[src/include/ili9341Tables.svh]
/*
 * ILI9341 command tables with entries of {isData, byte}
 * init table assumes portrait mode (MADCTL 0x48) and RGB565 pixels
 * window covers the full 240 x 320 panel and ends with memory write
 * indices past the end of a table return a NOP command
 * included inside a module body, once per module
 */

function automatic ili9341Pkg::tftWord_t initWord(input ili9341Pkg::tableIndex_t index);
    case (index)
        // power control A
        5'd0:  initWord = {1'b0, 8'hCB};
        5'd1:  initWord = {1'b1, 8'h39};
        5'd2:  initWord = {1'b1, 8'h2C};
        5'd3:  initWord = {1'b1, 8'h00};
        5'd4:  initWord = {1'b1, 8'h34};
        5'd5:  initWord = {1'b1, 8'h02};
        // power control B
        5'd6:  initWord = {1'b0, 8'hCF};
        5'd7:  initWord = {1'b1, 8'h00};
        5'd8:  initWord = {1'b1, 8'hC1};
        5'd9:  initWord = {1'b1, 8'h30};
        // driver timing control A
        5'd10: initWord = {1'b0, 8'hE8};
        5'd11: initWord = {1'b1, 8'h85};
        5'd12: initWord = {1'b1, 8'h00};
        5'd13: initWord = {1'b1, 8'h78};
        // power control 1 and 2 and VCOM
        5'd14: initWord = {1'b0, 8'hC0};
        5'd15: initWord = {1'b1, 8'h23};
        5'd16: initWord = {1'b0, 8'hC1};
        5'd17: initWord = {1'b1, 8'h10};
        5'd18: initWord = {1'b0, 8'hC5};
        5'd19: initWord = {1'b1, 8'h3E};
        5'd20: initWord = {1'b1, 8'h28};
        // memory access control then 16 bit pixel format
        5'd21: initWord = {1'b0, 8'h36};
        5'd22: initWord = {1'b1, 8'h48};
        5'd23: initWord = {1'b0, 8'h3A};
        5'd24: initWord = {1'b1, 8'h55};
        // frame rate control
        5'd25: initWord = {1'b0, 8'hB1};
        5'd26: initWord = {1'b1, 8'h00};
        5'd27: initWord = {1'b1, 8'h18};
        // sleep out needs the wake delay afterwards
        5'd28: initWord = {1'b0, 8'h11};
        default: initWord = {1'b0, 8'h00};
    endcase
endfunction

function automatic ili9341Pkg::tftWord_t windowWord(input ili9341Pkg::tableIndex_t index);
    case (index)
        // column address set 0..239
        5'd0:  windowWord = {1'b0, 8'h2A};
        5'd1:  windowWord = {1'b1, 8'h00};
        5'd2:  windowWord = {1'b1, 8'h00};
        5'd3:  windowWord = {1'b1, 8'h00};
        5'd4:  windowWord = {1'b1, 8'hEF};
        // page address set 0..319
        5'd5:  windowWord = {1'b0, 8'h2B};
        5'd6:  windowWord = {1'b1, 8'h00};
        5'd7:  windowWord = {1'b1, 8'h00};
        5'd8:  windowWord = {1'b1, 8'h01};
        5'd9:  windowWord = {1'b1, 8'h3F};
        // memory write with the pixel bytes following
        5'd10: windowWord = {1'b0, 8'h2C};
        default: windowWord = {1'b0, 8'h00};
    endcase
endfunction

[src/hdl/ili9341Pkg.sv]
/*
 * shared widths, timing constants and types of the ILI9341 controller
 * default delays assume a 50 MHz clock
 * write strobe counts must both be at least 1
 */

package ili9341Pkg;

    // one byte on the 8080-I bus
    typedef logic [7:0]  tftByte_t;
    // table entry with bit 8 set for data and clear for command
    typedef logic [8:0]  tftWord_t;
    // RGB565
    typedef logic [15:0] pixel_t;
    // 0 .. 76799
    typedef logic [16:0] pixelCount_t;
    typedef logic [4:0]  tableIndex_t;
    typedef logic [23:0] delay_t;

    localparam int NUM_SYNC_BYTES   = 3;
    localparam int NUM_INIT_WORDS   = 29;
    localparam int NUM_WINDOW_WORDS = 11;
    localparam int NUM_PIXELS       = 76800;

    localparam tftByte_t CMD_NOP        = 8'h00;
    localparam tftByte_t CMD_DISPLAY_ON = 8'h29;

    // write strobe shape in clock cycles
    localparam int WRITE_LOW_CYCLES  = 2;
    localparam int WRITE_HIGH_CYCLES = 2;

    // phase counter of the bus writer sized for the longer half
    typedef logic [$clog2(WRITE_LOW_CYCLES > WRITE_HIGH_CYCLES ?
                          WRITE_LOW_CYCLES : WRITE_HIGH_CYCLES):0] writePhase_t;

    // 10 ms, 120 ms and 5 ms at 50 MHz
    localparam delay_t DEFAULT_RESET_CYCLES = 24'd500000;
    localparam delay_t DEFAULT_WAKE_CYCLES  = 24'd6000000;
    localparam delay_t DEFAULT_SYNC_CYCLES  = 24'd250000;

    // which table the command ROM reads
    typedef enum logic [1:0] {
        TABLE_SYNC,
        TABLE_INIT,
        TABLE_DISPLAY_ON,
        TABLE_WINDOW
    } tableSel_t;

    typedef enum logic [3:0] {
        HOLD_RESET,
        RESET_WAIT,
        SYNC,
        SYNC_WAIT,
        INIT,
        SLEEP_WAIT,
        DISPLAY_ON,
        WINDOW,
        PIXELS
    } seqState_t;

    // one word from sequencer to bus writer
    typedef struct packed {
        logic     valid;
        tftByte_t data;
        logic     isData;
    } busReq_t;

    // panel pins where all but data are active low
    typedef struct packed {
        tftByte_t data;
        logic     chipSelect;
        logic     writeEnable;
        logic     dataCmd;
        logic     reset;
    } tftBus_t;

endpackage

[src/hdl/ili9341CmdRom.sv]
/*
 * combinational command lookup for the sequencer
 * INIT and WINDOW entries come from the shared table header
 */
`timescale 1ns/1ps

module ili9341CmdRom
(
    input  ili9341Pkg::tableSel_t   tableSel,
    input  ili9341Pkg::tableIndex_t tableIndex,
    output ili9341Pkg::tftWord_t    cmdWord
);

    `include "ili9341Tables.svh"

    always_comb
    begin
        case (tableSel)
            // sync bytes are plain NOP commands
            ili9341Pkg::TABLE_SYNC:
            begin
                cmdWord = {1'b0, ili9341Pkg::CMD_NOP};
            end
            ili9341Pkg::TABLE_INIT:
            begin
                cmdWord = initWord(tableIndex);
            end
            // single command, index is ignored
            ili9341Pkg::TABLE_DISPLAY_ON:
            begin
                cmdWord = {1'b0, ili9341Pkg::CMD_DISPLAY_ON};
            end
            ili9341Pkg::TABLE_WINDOW:
            begin
                cmdWord = windowWord(tableIndex);
            end
            default:
            begin
                cmdWord = {1'b0, ili9341Pkg::CMD_NOP};
            end
        endcase
    end

endmodule

[src/hdl/ili9341BusWriter.sv]
/*
 * one 8080-I write cycle per accepted word
 * write enable low for WRITE_LOW_CYCLES, then high for WRITE_HIGH_CYCLES
 * busReady returns one cycle after the high phase, panel samples on the rising edge
 */
`timescale 1ns/1ps

module ili9341BusWriter
(
    input  logic                 clk,
    input  logic                 reset,
    input  ili9341Pkg::busReq_t  busReq,
    output logic                 busReady,
    output ili9341Pkg::tftByte_t data,
    output logic                 writeEnable,
    output logic                 dataCmd
);

    typedef enum logic [1:0] {
        WR_IDLE,
        WR_LOW,
        WR_HIGH
    } writeState_t;

    writeState_t             state;
    ili9341Pkg::writePhase_t phase;

    // last cycle of each half of the strobe
    logic lowDone;
    logic highDone;

    assign lowDone  = (phase == ili9341Pkg::writePhase_t'(ili9341Pkg::WRITE_LOW_CYCLES - 1));
    assign highDone = (phase == ili9341Pkg::writePhase_t'(ili9341Pkg::WRITE_HIGH_CYCLES - 1));

    // only idle takes a new word
    assign busReady = (state == WR_IDLE);

    always_ff @(posedge clk or posedge reset)
    begin
        if (reset)
        begin
            state       <= WR_IDLE;
            phase       <= '0;
            writeEnable <= 1'b1;
            data        <= '0;
            dataCmd     <= 1'b0;
        end
        else
        begin
            case (state)
                WR_IDLE:
                begin
                    if (busReq.valid)
                    begin
                        // capture word, it stays put through the whole strobe
                        data        <= busReq.data;
                        dataCmd     <= busReq.isData;
                        writeEnable <= 1'b0;
                        phase       <= '0;
                        state       <= WR_LOW;
                    end
                end
                WR_LOW:
                begin
                    if (lowDone)
                    begin
                        // rising edge, panel latches data here
                        writeEnable <= 1'b1;
                        phase       <= '0;
                        state       <= WR_HIGH;
                    end
                    else
                    begin
                        phase <= phase + 1'b1;
                    end
                end
                WR_HIGH:
                begin
                    // data held unchanged for the hold time
                    if (highDone)
                    begin
                        state <= WR_IDLE;
                    end
                    else
                    begin
                        phase <= phase + 1'b1;
                    end
                end
                default:
                begin
                    writeEnable <= 1'b1;
                    state       <= WR_IDLE;
                end
            endcase
        end
    end

endmodule

[src/hdl/ili9341Sequencer.sv]
/*
 * power-up and frame sequencer of the ILI9341 controller
 * delay parameters count clock cycles and must be at least 2
 * wait states hold off until the last strobe has finished, then raise chip select
 * pixels go out high byte first, frame loop repeats forever
 */
`timescale 1ns/1ps

module ili9341Sequencer
#(
    parameter ili9341Pkg::delay_t resetCycles = ili9341Pkg::DEFAULT_RESET_CYCLES,
    parameter ili9341Pkg::delay_t wakeCycles  = ili9341Pkg::DEFAULT_WAKE_CYCLES,
    parameter ili9341Pkg::delay_t syncCycles  = ili9341Pkg::DEFAULT_SYNC_CYCLES
)
(
    input  logic                    clk,
    input  logic                    reset,
    input  ili9341Pkg::tftWord_t    cmdWord,
    output ili9341Pkg::tableSel_t   tableSel,
    output ili9341Pkg::tableIndex_t tableIndex,
    output ili9341Pkg::busReq_t     busReq,
    input  logic                    busReady,
    input  logic                    pixelValid,
    input  ili9341Pkg::pixel_t      pixel,
    output logic                    pixelReady,
    output logic                    panelReset,
    output logic                    chipSelect
);

    ili9341Pkg::seqState_t   state;
    ili9341Pkg::delay_t      delay;
    ili9341Pkg::pixelCount_t pixelCount;
    ili9341Pkg::pixel_t      pixelReg;

    // a latched pixel still has bytes to send
    logic pixelHeld;
    // high byte gone, low byte next
    logic sendLow;

    // per-state decode
    ili9341Pkg::tableIndex_t lastIndex;
    ili9341Pkg::seqState_t   stepNext;
    ili9341Pkg::delay_t      stepDelay;

    logic wordAccepted;
    logic pixelAccepted;

    assign wordAccepted  = busReq.valid && busReady;
    assign pixelReady    = (state == ili9341Pkg::PIXELS) && !pixelHeld;
    assign pixelAccepted = pixelValid && pixelReady;

    // table selection, last index and successor of each state
    always_comb
    begin
        tableSel  = ili9341Pkg::TABLE_SYNC;
        lastIndex = '0;
        stepNext  = ili9341Pkg::HOLD_RESET;
        stepDelay = ili9341Pkg::delay_t'(syncCycles - 1'b1);
        case (state)
            ili9341Pkg::HOLD_RESET:
            begin
                stepNext  = ili9341Pkg::RESET_WAIT;
                stepDelay = ili9341Pkg::delay_t'(wakeCycles - 1'b1);
            end
            ili9341Pkg::RESET_WAIT:
            begin
                stepNext = ili9341Pkg::SYNC;
            end
            ili9341Pkg::SYNC:
            begin
                lastIndex = ili9341Pkg::tableIndex_t'(ili9341Pkg::NUM_SYNC_BYTES - 1);
                stepNext  = ili9341Pkg::SYNC_WAIT;
            end
            ili9341Pkg::SYNC_WAIT:
            begin
                stepNext = ili9341Pkg::INIT;
            end
            ili9341Pkg::INIT:
            begin
                tableSel  = ili9341Pkg::TABLE_INIT;
                lastIndex = ili9341Pkg::tableIndex_t'(ili9341Pkg::NUM_INIT_WORDS - 1);
                stepNext  = ili9341Pkg::SLEEP_WAIT;
                stepDelay = ili9341Pkg::delay_t'(wakeCycles - 1'b1);
            end
            ili9341Pkg::SLEEP_WAIT:
            begin
                stepNext = ili9341Pkg::DISPLAY_ON;
            end
            ili9341Pkg::DISPLAY_ON:
            begin
                tableSel = ili9341Pkg::TABLE_DISPLAY_ON;
                stepNext = ili9341Pkg::WINDOW;
            end
            ili9341Pkg::WINDOW:
            begin
                tableSel  = ili9341Pkg::TABLE_WINDOW;
                lastIndex = ili9341Pkg::tableIndex_t'(ili9341Pkg::NUM_WINDOW_WORDS - 1);
                stepNext  = ili9341Pkg::PIXELS;
            end
            // end of frame goes back to the window
            ili9341Pkg::PIXELS:
            begin
                stepNext = ili9341Pkg::WINDOW;
            end
            default:
            begin
                stepNext = ili9341Pkg::HOLD_RESET;
            end
        endcase
    end

    // request to the bus writer, table word or a pixel byte
    always_comb
    begin
        busReq.valid  = 1'b0;
        busReq.data   = cmdWord[7:0];
        busReq.isData = cmdWord[8];
        case (state)
            ili9341Pkg::SYNC, ili9341Pkg::INIT, ili9341Pkg::DISPLAY_ON, ili9341Pkg::WINDOW:
            begin
                busReq.valid = 1'b1;
            end
            ili9341Pkg::PIXELS:
            begin
                busReq.valid  = pixelHeld;
                busReq.data   = sendLow ? pixelReg[7:0] : pixelReg[15:8];
                busReq.isData = 1'b1;
            end
            default:
            begin
                busReq.valid = 1'b0;
            end
        endcase
    end

    // pixel payload
    always_ff @(posedge clk)
    begin
        if (pixelAccepted)
        begin
            pixelReg <= pixel;
        end
    end

    always_ff @(posedge clk or posedge reset)
    begin
        if (reset)
        begin
            state      <= ili9341Pkg::HOLD_RESET;
            delay      <= ili9341Pkg::delay_t'(resetCycles - 1'b1);
            tableIndex <= '0;
            pixelCount <= '0;
            pixelHeld  <= 1'b0;
            sendLow    <= 1'b0;
            panelReset <= 1'b0;
            chipSelect <= 1'b1;
        end
        else
        begin
            case (state)
                ili9341Pkg::HOLD_RESET:
                begin
                    // panel reset pin low for resetCycles
                    if (delay == '0)
                    begin
                        panelReset <= 1'b1;
                        delay      <= stepDelay;
                        state      <= stepNext;
                    end
                    else
                    begin
                        delay <= delay - 1'b1;
                    end
                end
                ili9341Pkg::RESET_WAIT, ili9341Pkg::SYNC_WAIT, ili9341Pkg::SLEEP_WAIT:
                begin
                    // nothing moves while the last strobe is still on the bus
                    if (busReady)
                    begin
                        chipSelect <= 1'b1;
                        if (delay == '0)
                        begin
                            chipSelect <= 1'b0;
                            state      <= stepNext;
                        end
                        else
                        begin
                            delay <= delay - 1'b1;
                        end
                    end
                end
                ili9341Pkg::PIXELS:
                begin
                    if (pixelAccepted)
                    begin
                        pixelHeld <= 1'b1;
                        sendLow   <= 1'b0;
                    end
                    else if (wordAccepted && !sendLow)
                    begin
                        sendLow <= 1'b1;
                    end
                    else if (wordAccepted)
                    begin
                        // low byte taken, pixel done
                        pixelHeld <= 1'b0;
                        sendLow   <= 1'b0;
                        if (pixelCount == ili9341Pkg::pixelCount_t'(ili9341Pkg::NUM_PIXELS - 1))
                        begin
                            pixelCount <= '0;
                            state      <= stepNext;
                        end
                        else
                        begin
                            pixelCount <= pixelCount + 1'b1;
                        end
                    end
                end
                // table states, index steps on each accepted word
                default:
                begin
                    if (wordAccepted)
                    begin
                        if (tableIndex == lastIndex)
                        begin
                            tableIndex <= '0;
                            delay      <= stepDelay;
                            state      <= stepNext;
                        end
                        else
                        begin
                            tableIndex <= tableIndex + 1'b1;
                        end
                    end
                end
            endcase
        end
    end

endmodule

[src/hdl/ili9341Ctrl.sv]
/*
 * ILI9341 controller top, 8080-I parallel bus, single clock
 * pixels arrive on a valid/ready stream, 76800 per frame
 * delay parameters are in clock cycles
 */
`timescale 1ns/1ps

module ili9341Ctrl
#(
    parameter ili9341Pkg::delay_t resetCycles = ili9341Pkg::DEFAULT_RESET_CYCLES,
    parameter ili9341Pkg::delay_t wakeCycles  = ili9341Pkg::DEFAULT_WAKE_CYCLES,
    parameter ili9341Pkg::delay_t syncCycles  = ili9341Pkg::DEFAULT_SYNC_CYCLES
)
(
    input  logic                clk,
    input  logic                reset,
    input  logic                pixelValid,
    input  ili9341Pkg::pixel_t  pixel,
    output logic                pixelReady,
    output ili9341Pkg::tftBus_t tftBus
);

    ili9341Pkg::tftWord_t    cmdWord;
    ili9341Pkg::tableSel_t   tableSel;
    ili9341Pkg::tableIndex_t tableIndex;
    ili9341Pkg::busReq_t     busReq;
    logic                    busReady;
    logic                    panelReset;
    logic                    chipSelect;
    ili9341Pkg::tftByte_t    busData;
    logic                    writeEnable;
    logic                    dataCmd;

    ili9341Sequencer #(
        .resetCycles (resetCycles),
        .wakeCycles  (wakeCycles),
        .syncCycles  (syncCycles)
    ) sequencer (
        .clk        (clk),
        .reset      (reset),
        .cmdWord    (cmdWord),
        .tableSel   (tableSel),
        .tableIndex (tableIndex),
        .busReq     (busReq),
        .busReady   (busReady),
        .pixelValid (pixelValid),
        .pixel      (pixel),
        .pixelReady (pixelReady),
        .panelReset (panelReset),
        .chipSelect (chipSelect)
    );

    ili9341CmdRom cmdRom (
        .tableSel   (tableSel),
        .tableIndex (tableIndex),
        .cmdWord    (cmdWord)
    );

    ili9341BusWriter busWriter (
        .clk         (clk),
        .reset       (reset),
        .busReq      (busReq),
        .busReady    (busReady),
        .data        (busData),
        .writeEnable (writeEnable),
        .dataCmd     (dataCmd)
    );

    // panel pins, reset and chip select from sequencer, strobe side from writer
    assign tftBus = '{data:        busData,
                      chipSelect:  chipSelect,
                      writeEnable: writeEnable,
                      dataCmd:     dataCmd,
                      reset:       panelReset};

endmodule

[config.mk]
export PLATFORM = sky130hd
export DESIGN_NAME = ili9341Ctrl
export DESIGN_NICKNAME = d
export VERILOG_FILES = /design/src/hdl/ili9341Pkg.sv /design/src/hdl/ili9341CmdRom.sv /design/src/hdl/ili9341BusWriter.sv /design/src/hdl/ili9341Sequencer.sv /design/src/hdl/ili9341Ctrl.sv
export VERILOG_INCLUDE_DIRS = /design/src /design/src/include
export SDC_FILE = /design/constraint.sdc
export NUM_CORES = 1
export LEC_CHECK = 0
export ABC_CLOCK_PERIOD_IN_PS = 2600
export CORE_ASPECT_RATIO = 0.75
export CORE_MARGIN = 5
export CORE_UTILIZATION = 45
export DETAILED_ROUTE_END_ITERATION = 10
export DONT_BUFFER_PORTS = 1
export GPL_ROUTABILITY_DRIVEN = 0
export HOLD_SLACK_MARGIN = 0.03
export SYNTH_ARGS = -nofsm -noshare
export SYNTH_HDL_FRONTEND = slang
export SYNTH_SLANG_ARGS = --single-unit
[constraint.sdc]
create_clock -name clk -period 2.6 [get_ports clk]
set_clock_uncertainty 0.15 [all_clocks]
set_input_delay 0.26 -clock clk [delete_from_list [all_inputs] [get_ports clk]]
set_output_delay 0.26 -clock clk [all_outputs]
set_load 0.02 [all_outputs]
==> qor.csv <==
stage,metric,value,unit
grt,met2 usage in global routing,30.2,%
grt,met1 usage,31.3,%
route,vias per cell,6.02,
worst_setup_path,Worst Path Max Fanout,16,
grt,gr ovfl total,0,
worst_setup_path,CP Class,register to register,
sta,slew of the pin with the lowest slew margin,514,ps
clock_tree,clock latency on the worst-skew pair,350,ps
layout,fin cells,798,
logic_synthesis,dominant cells by area after synthesis,"dfrtp_1, edfxtp_1, dfstp_2",
layout,nets@finish,667,
logic_synthesis,Mapped Area,0.00540,mm^2
sta,Fin. Hold Viols,0,
min_path,HP Class,input port to register,
sta,hold_ws,169,ps
logic_synthesis,commonest cells in the netlist,"dfrtp_1, nand2_1, nor2_1",
clock_tree,Clock Pin Slew Worst Setup and Hold Paths,70,ps
sta,Fmax achieved,0.400,GHz
logic_synthesis,"FFs w/ async S/R, synth",81.0,%
floorplanning,core area,0.0117,mm^2
sta,period utilisation layout,96.2,%
route,Vias,4801,
route,DR WL/cell,18.0,um
job,max-cap violations,0,
logic_synthesis,ys flop type,dfrtp_1,
power_and_ir_drop,Max IR drop VDD,0.292,mV
logic_synthesis,register area share after synthesis,40.7,%
floorplanning,Die X,136,um
power_and_ir_drop,Net Sw Frac,21.4,%
power_and_ir_drop,P_int,2170,uW
logic_synthesis,most numerous cell in the Yosys netlist,dfrtp_1,
logic_synthesis,number of enable flip-flop cells after synthesis,16,
placed_design,HPWL Detailed,10300,um
logic_synthesis,syn_nets,612,
logic_synthesis,Yosys reg bits,84,
clock_tree,clk sink count,84,
sta,minimum clock period,2500,ps
layout,proportion of layout cells with a drive suffix above 1,20.1,%
power_and_ir_drop,P_leak,0.00270,uW
grt,GRT met3 Usage,4.66,%
grt,initial antenna violation count,0,
sta,"Setup violations, final",0,
power_and_ir_drop,Comb pwr share,1.6,%
logic_synthesis,Synth cell types,77,
placed_design,Buffers on Ports,0,
floorplanning,num ports,32,
sta,RSZ-0062 raised after global routing,yes,
route,DRC Markers,0,
clock_tree,CTS tree,done,
route,drt initial violations,500,
grt,vias in the first global route,4547,
layout,ANT cells,0,
logic_synthesis,proportion of netlist area held by the largest area contributor,25.5,%
grt,first-pass GRT wire length,23600,um
clock_tree,Post-CTS Setup Bufs,0,
worst_setup_path,element type at the critical path start,register,
outcome,status,finished clean,
route,drt first pass iters,5,
power_and_ir_drop,Reg power frac,48.6,%
grt,largest net degree at the start of global routing,38,
clock_tree,H-tree Lvls,3,
sta,Max-slew headroom,65.5,%
floorplanning,chip height,105,um
sta,"Slew Viols, Final",0,
route,antenna-violating nets left,0,
logic_synthesis,post-synthesis cell count,576,
clock_tree,CTS Buffer Depth,2,
logic_synthesis,Synth area leader,dfrtp_1,
power_and_ir_drop,total power,2760,uW
logic_synthesis,Ys Warns,0,
layout,Area Growth Syn to Fin,19.7,%
worst_setup_path,Critical Path AT,2580,ps
power_and_ir_drop,clock power share,49.8,%
power_and_ir_drop,pwr dens,428,mW/mm^2
route,drt total wl,14300,um
grt,grt peak-use layer,met1,
floorplanning,Die Area,0.0143,mm^2
clock_tree,total CTS buffers,9,
placed_design,Post-Place Worst Slack,40.4,ps
grt,gr usage total,20.5,%
sta,final worst setup slack,99.4,ps
worst_setup_path,Required @ worst endpoint,2680,ps
clock_tree,Root Driver,clkbuf_16,
floorplanning,initial core utilization,46.3,%
floorplanning,# rows,34,
logic_synthesis,syn avg cell area,9.37,um^2
placed_design,Placed Instances,765,
worst_setup_path,Worst Setup End Kind,register,
power_and_ir_drop,Sw Pwr,590,uW
[through the flow]
step / utilization [%] / area (um^2) / TNS, ps
final: 55.4 / 6460 / 0
after global routing: 55.4 / 6460 / -19.0
after CTS: 55.0 / 6410 / 0
after detailed placement: 50.8 / 5930 / 0
after global placement: 50.8 / 5930 / 0
after floorplan: - / 5400 / 0
[kinds of logic after synthesis]
kind of cell | Yosys count | share of synthesized area [%]
AOI/OAI and AO/OA | 188 | 26.2
xor gates and xnor gates | 14 | 2.27
adders and majority gates | 17 | 3.94
buffers and inverters | 63 | 5.59
DFF | 84 | 40.7
muxes | 15 | 2.92
and+or+nand+nor | 195 | 18.3
[power groups by stage]
stage	Sequential [uW]	Clock, uW	Combinational [uW]
finish	1340	1370	45.4
global placement	1370	0	25.8
floorplan	1370	0	15.3
detailed placement	1370	0	26.1
CTS	1340	1400	46.1
global route	1340	1460	51.3
[layout make-up]
type / instances / area, um^2
tap: 162 / 203
fill: 1077 / 5200
inverter: 26 / 97.6
sequential: 84 / 2200
timing repair buffer: 81 / 701
multi-input combinational: 429 / 2940
clock buffer: 11 / 253
clock inverter: 5 / 65.1
[layer usage]
layer  share of wire (%)  vias to the layer above
met5                   0                        -
met4                0.65                        0
met1                  49                     2333
li1                    -                     2293
met3                 6.4                       12
met2                  44                      163
[flip-flops by register name (all words and copies together), names as in the netlist]
register and count:
busWriter.data 8, busWriter.dataCmd 1, busWriter.phase 2, busWriter.state 2
busWriter.writeEnable 1, sequencer.chipSelect 1, sequencer.delay 24, sequencer.panelReset 1
sequencer.pixelCount 17, sequencer.pixelHeld 1, sequencer.pixelReg 16, sequencer.sendLow 1
sequencer.state 4, sequencer.tableIndex 5
[worst paths after layout]
path / start / endpoint / slack (ps) / cells past startpoint
worst max-delay path: sequencer.delay[16] / sequencer.delay[14] / 100 / 7
worst min-delay path: pixelValid / sequencer.sendLow / 170 / 3
worst max register to register: sequencer.delay[16] / sequencer.delay[14] / 100 / 7
worst min register to register: sequencer.pixelCount[6] / sequencer.pixelCount[6] / 330 / 1
max in group asynchronous: reset / sequencer.delay[3] / 1230 / 3
min in group asynchronous: reset / sequencer.pixelCount[11] / 250 / 2
[worst max-delay path: stages, from the launching register on]
cell and delay (ps):
dfstp_2 390, or3_1 410, nand2b_1 250, nor3_4 250, buf_4 220, o31a_4 270, o221ai_1 180, a22o_1 260
[cell usage in the layout (no fill, tap or decap), drive strengths merged, types with 16 or more instances in the layout]
master / n
nand3: 26
nor2: 38
dfrtp: 55
ha: 17
nor3: 22
buf: 64
nand2: 51
inv: 30
edfxtp: 16
o21ai: 35
dlygate4sd3: 17
a21oi: 27
[timing repair]
item                                    4_1_cts  5_1_grt
hold endpoints to repair                     36        0
resized for setup                             0        9
hold buffers                                 17        0
endpoints found under the setup margin        0       19
Power figures use the tool's default switching activity.
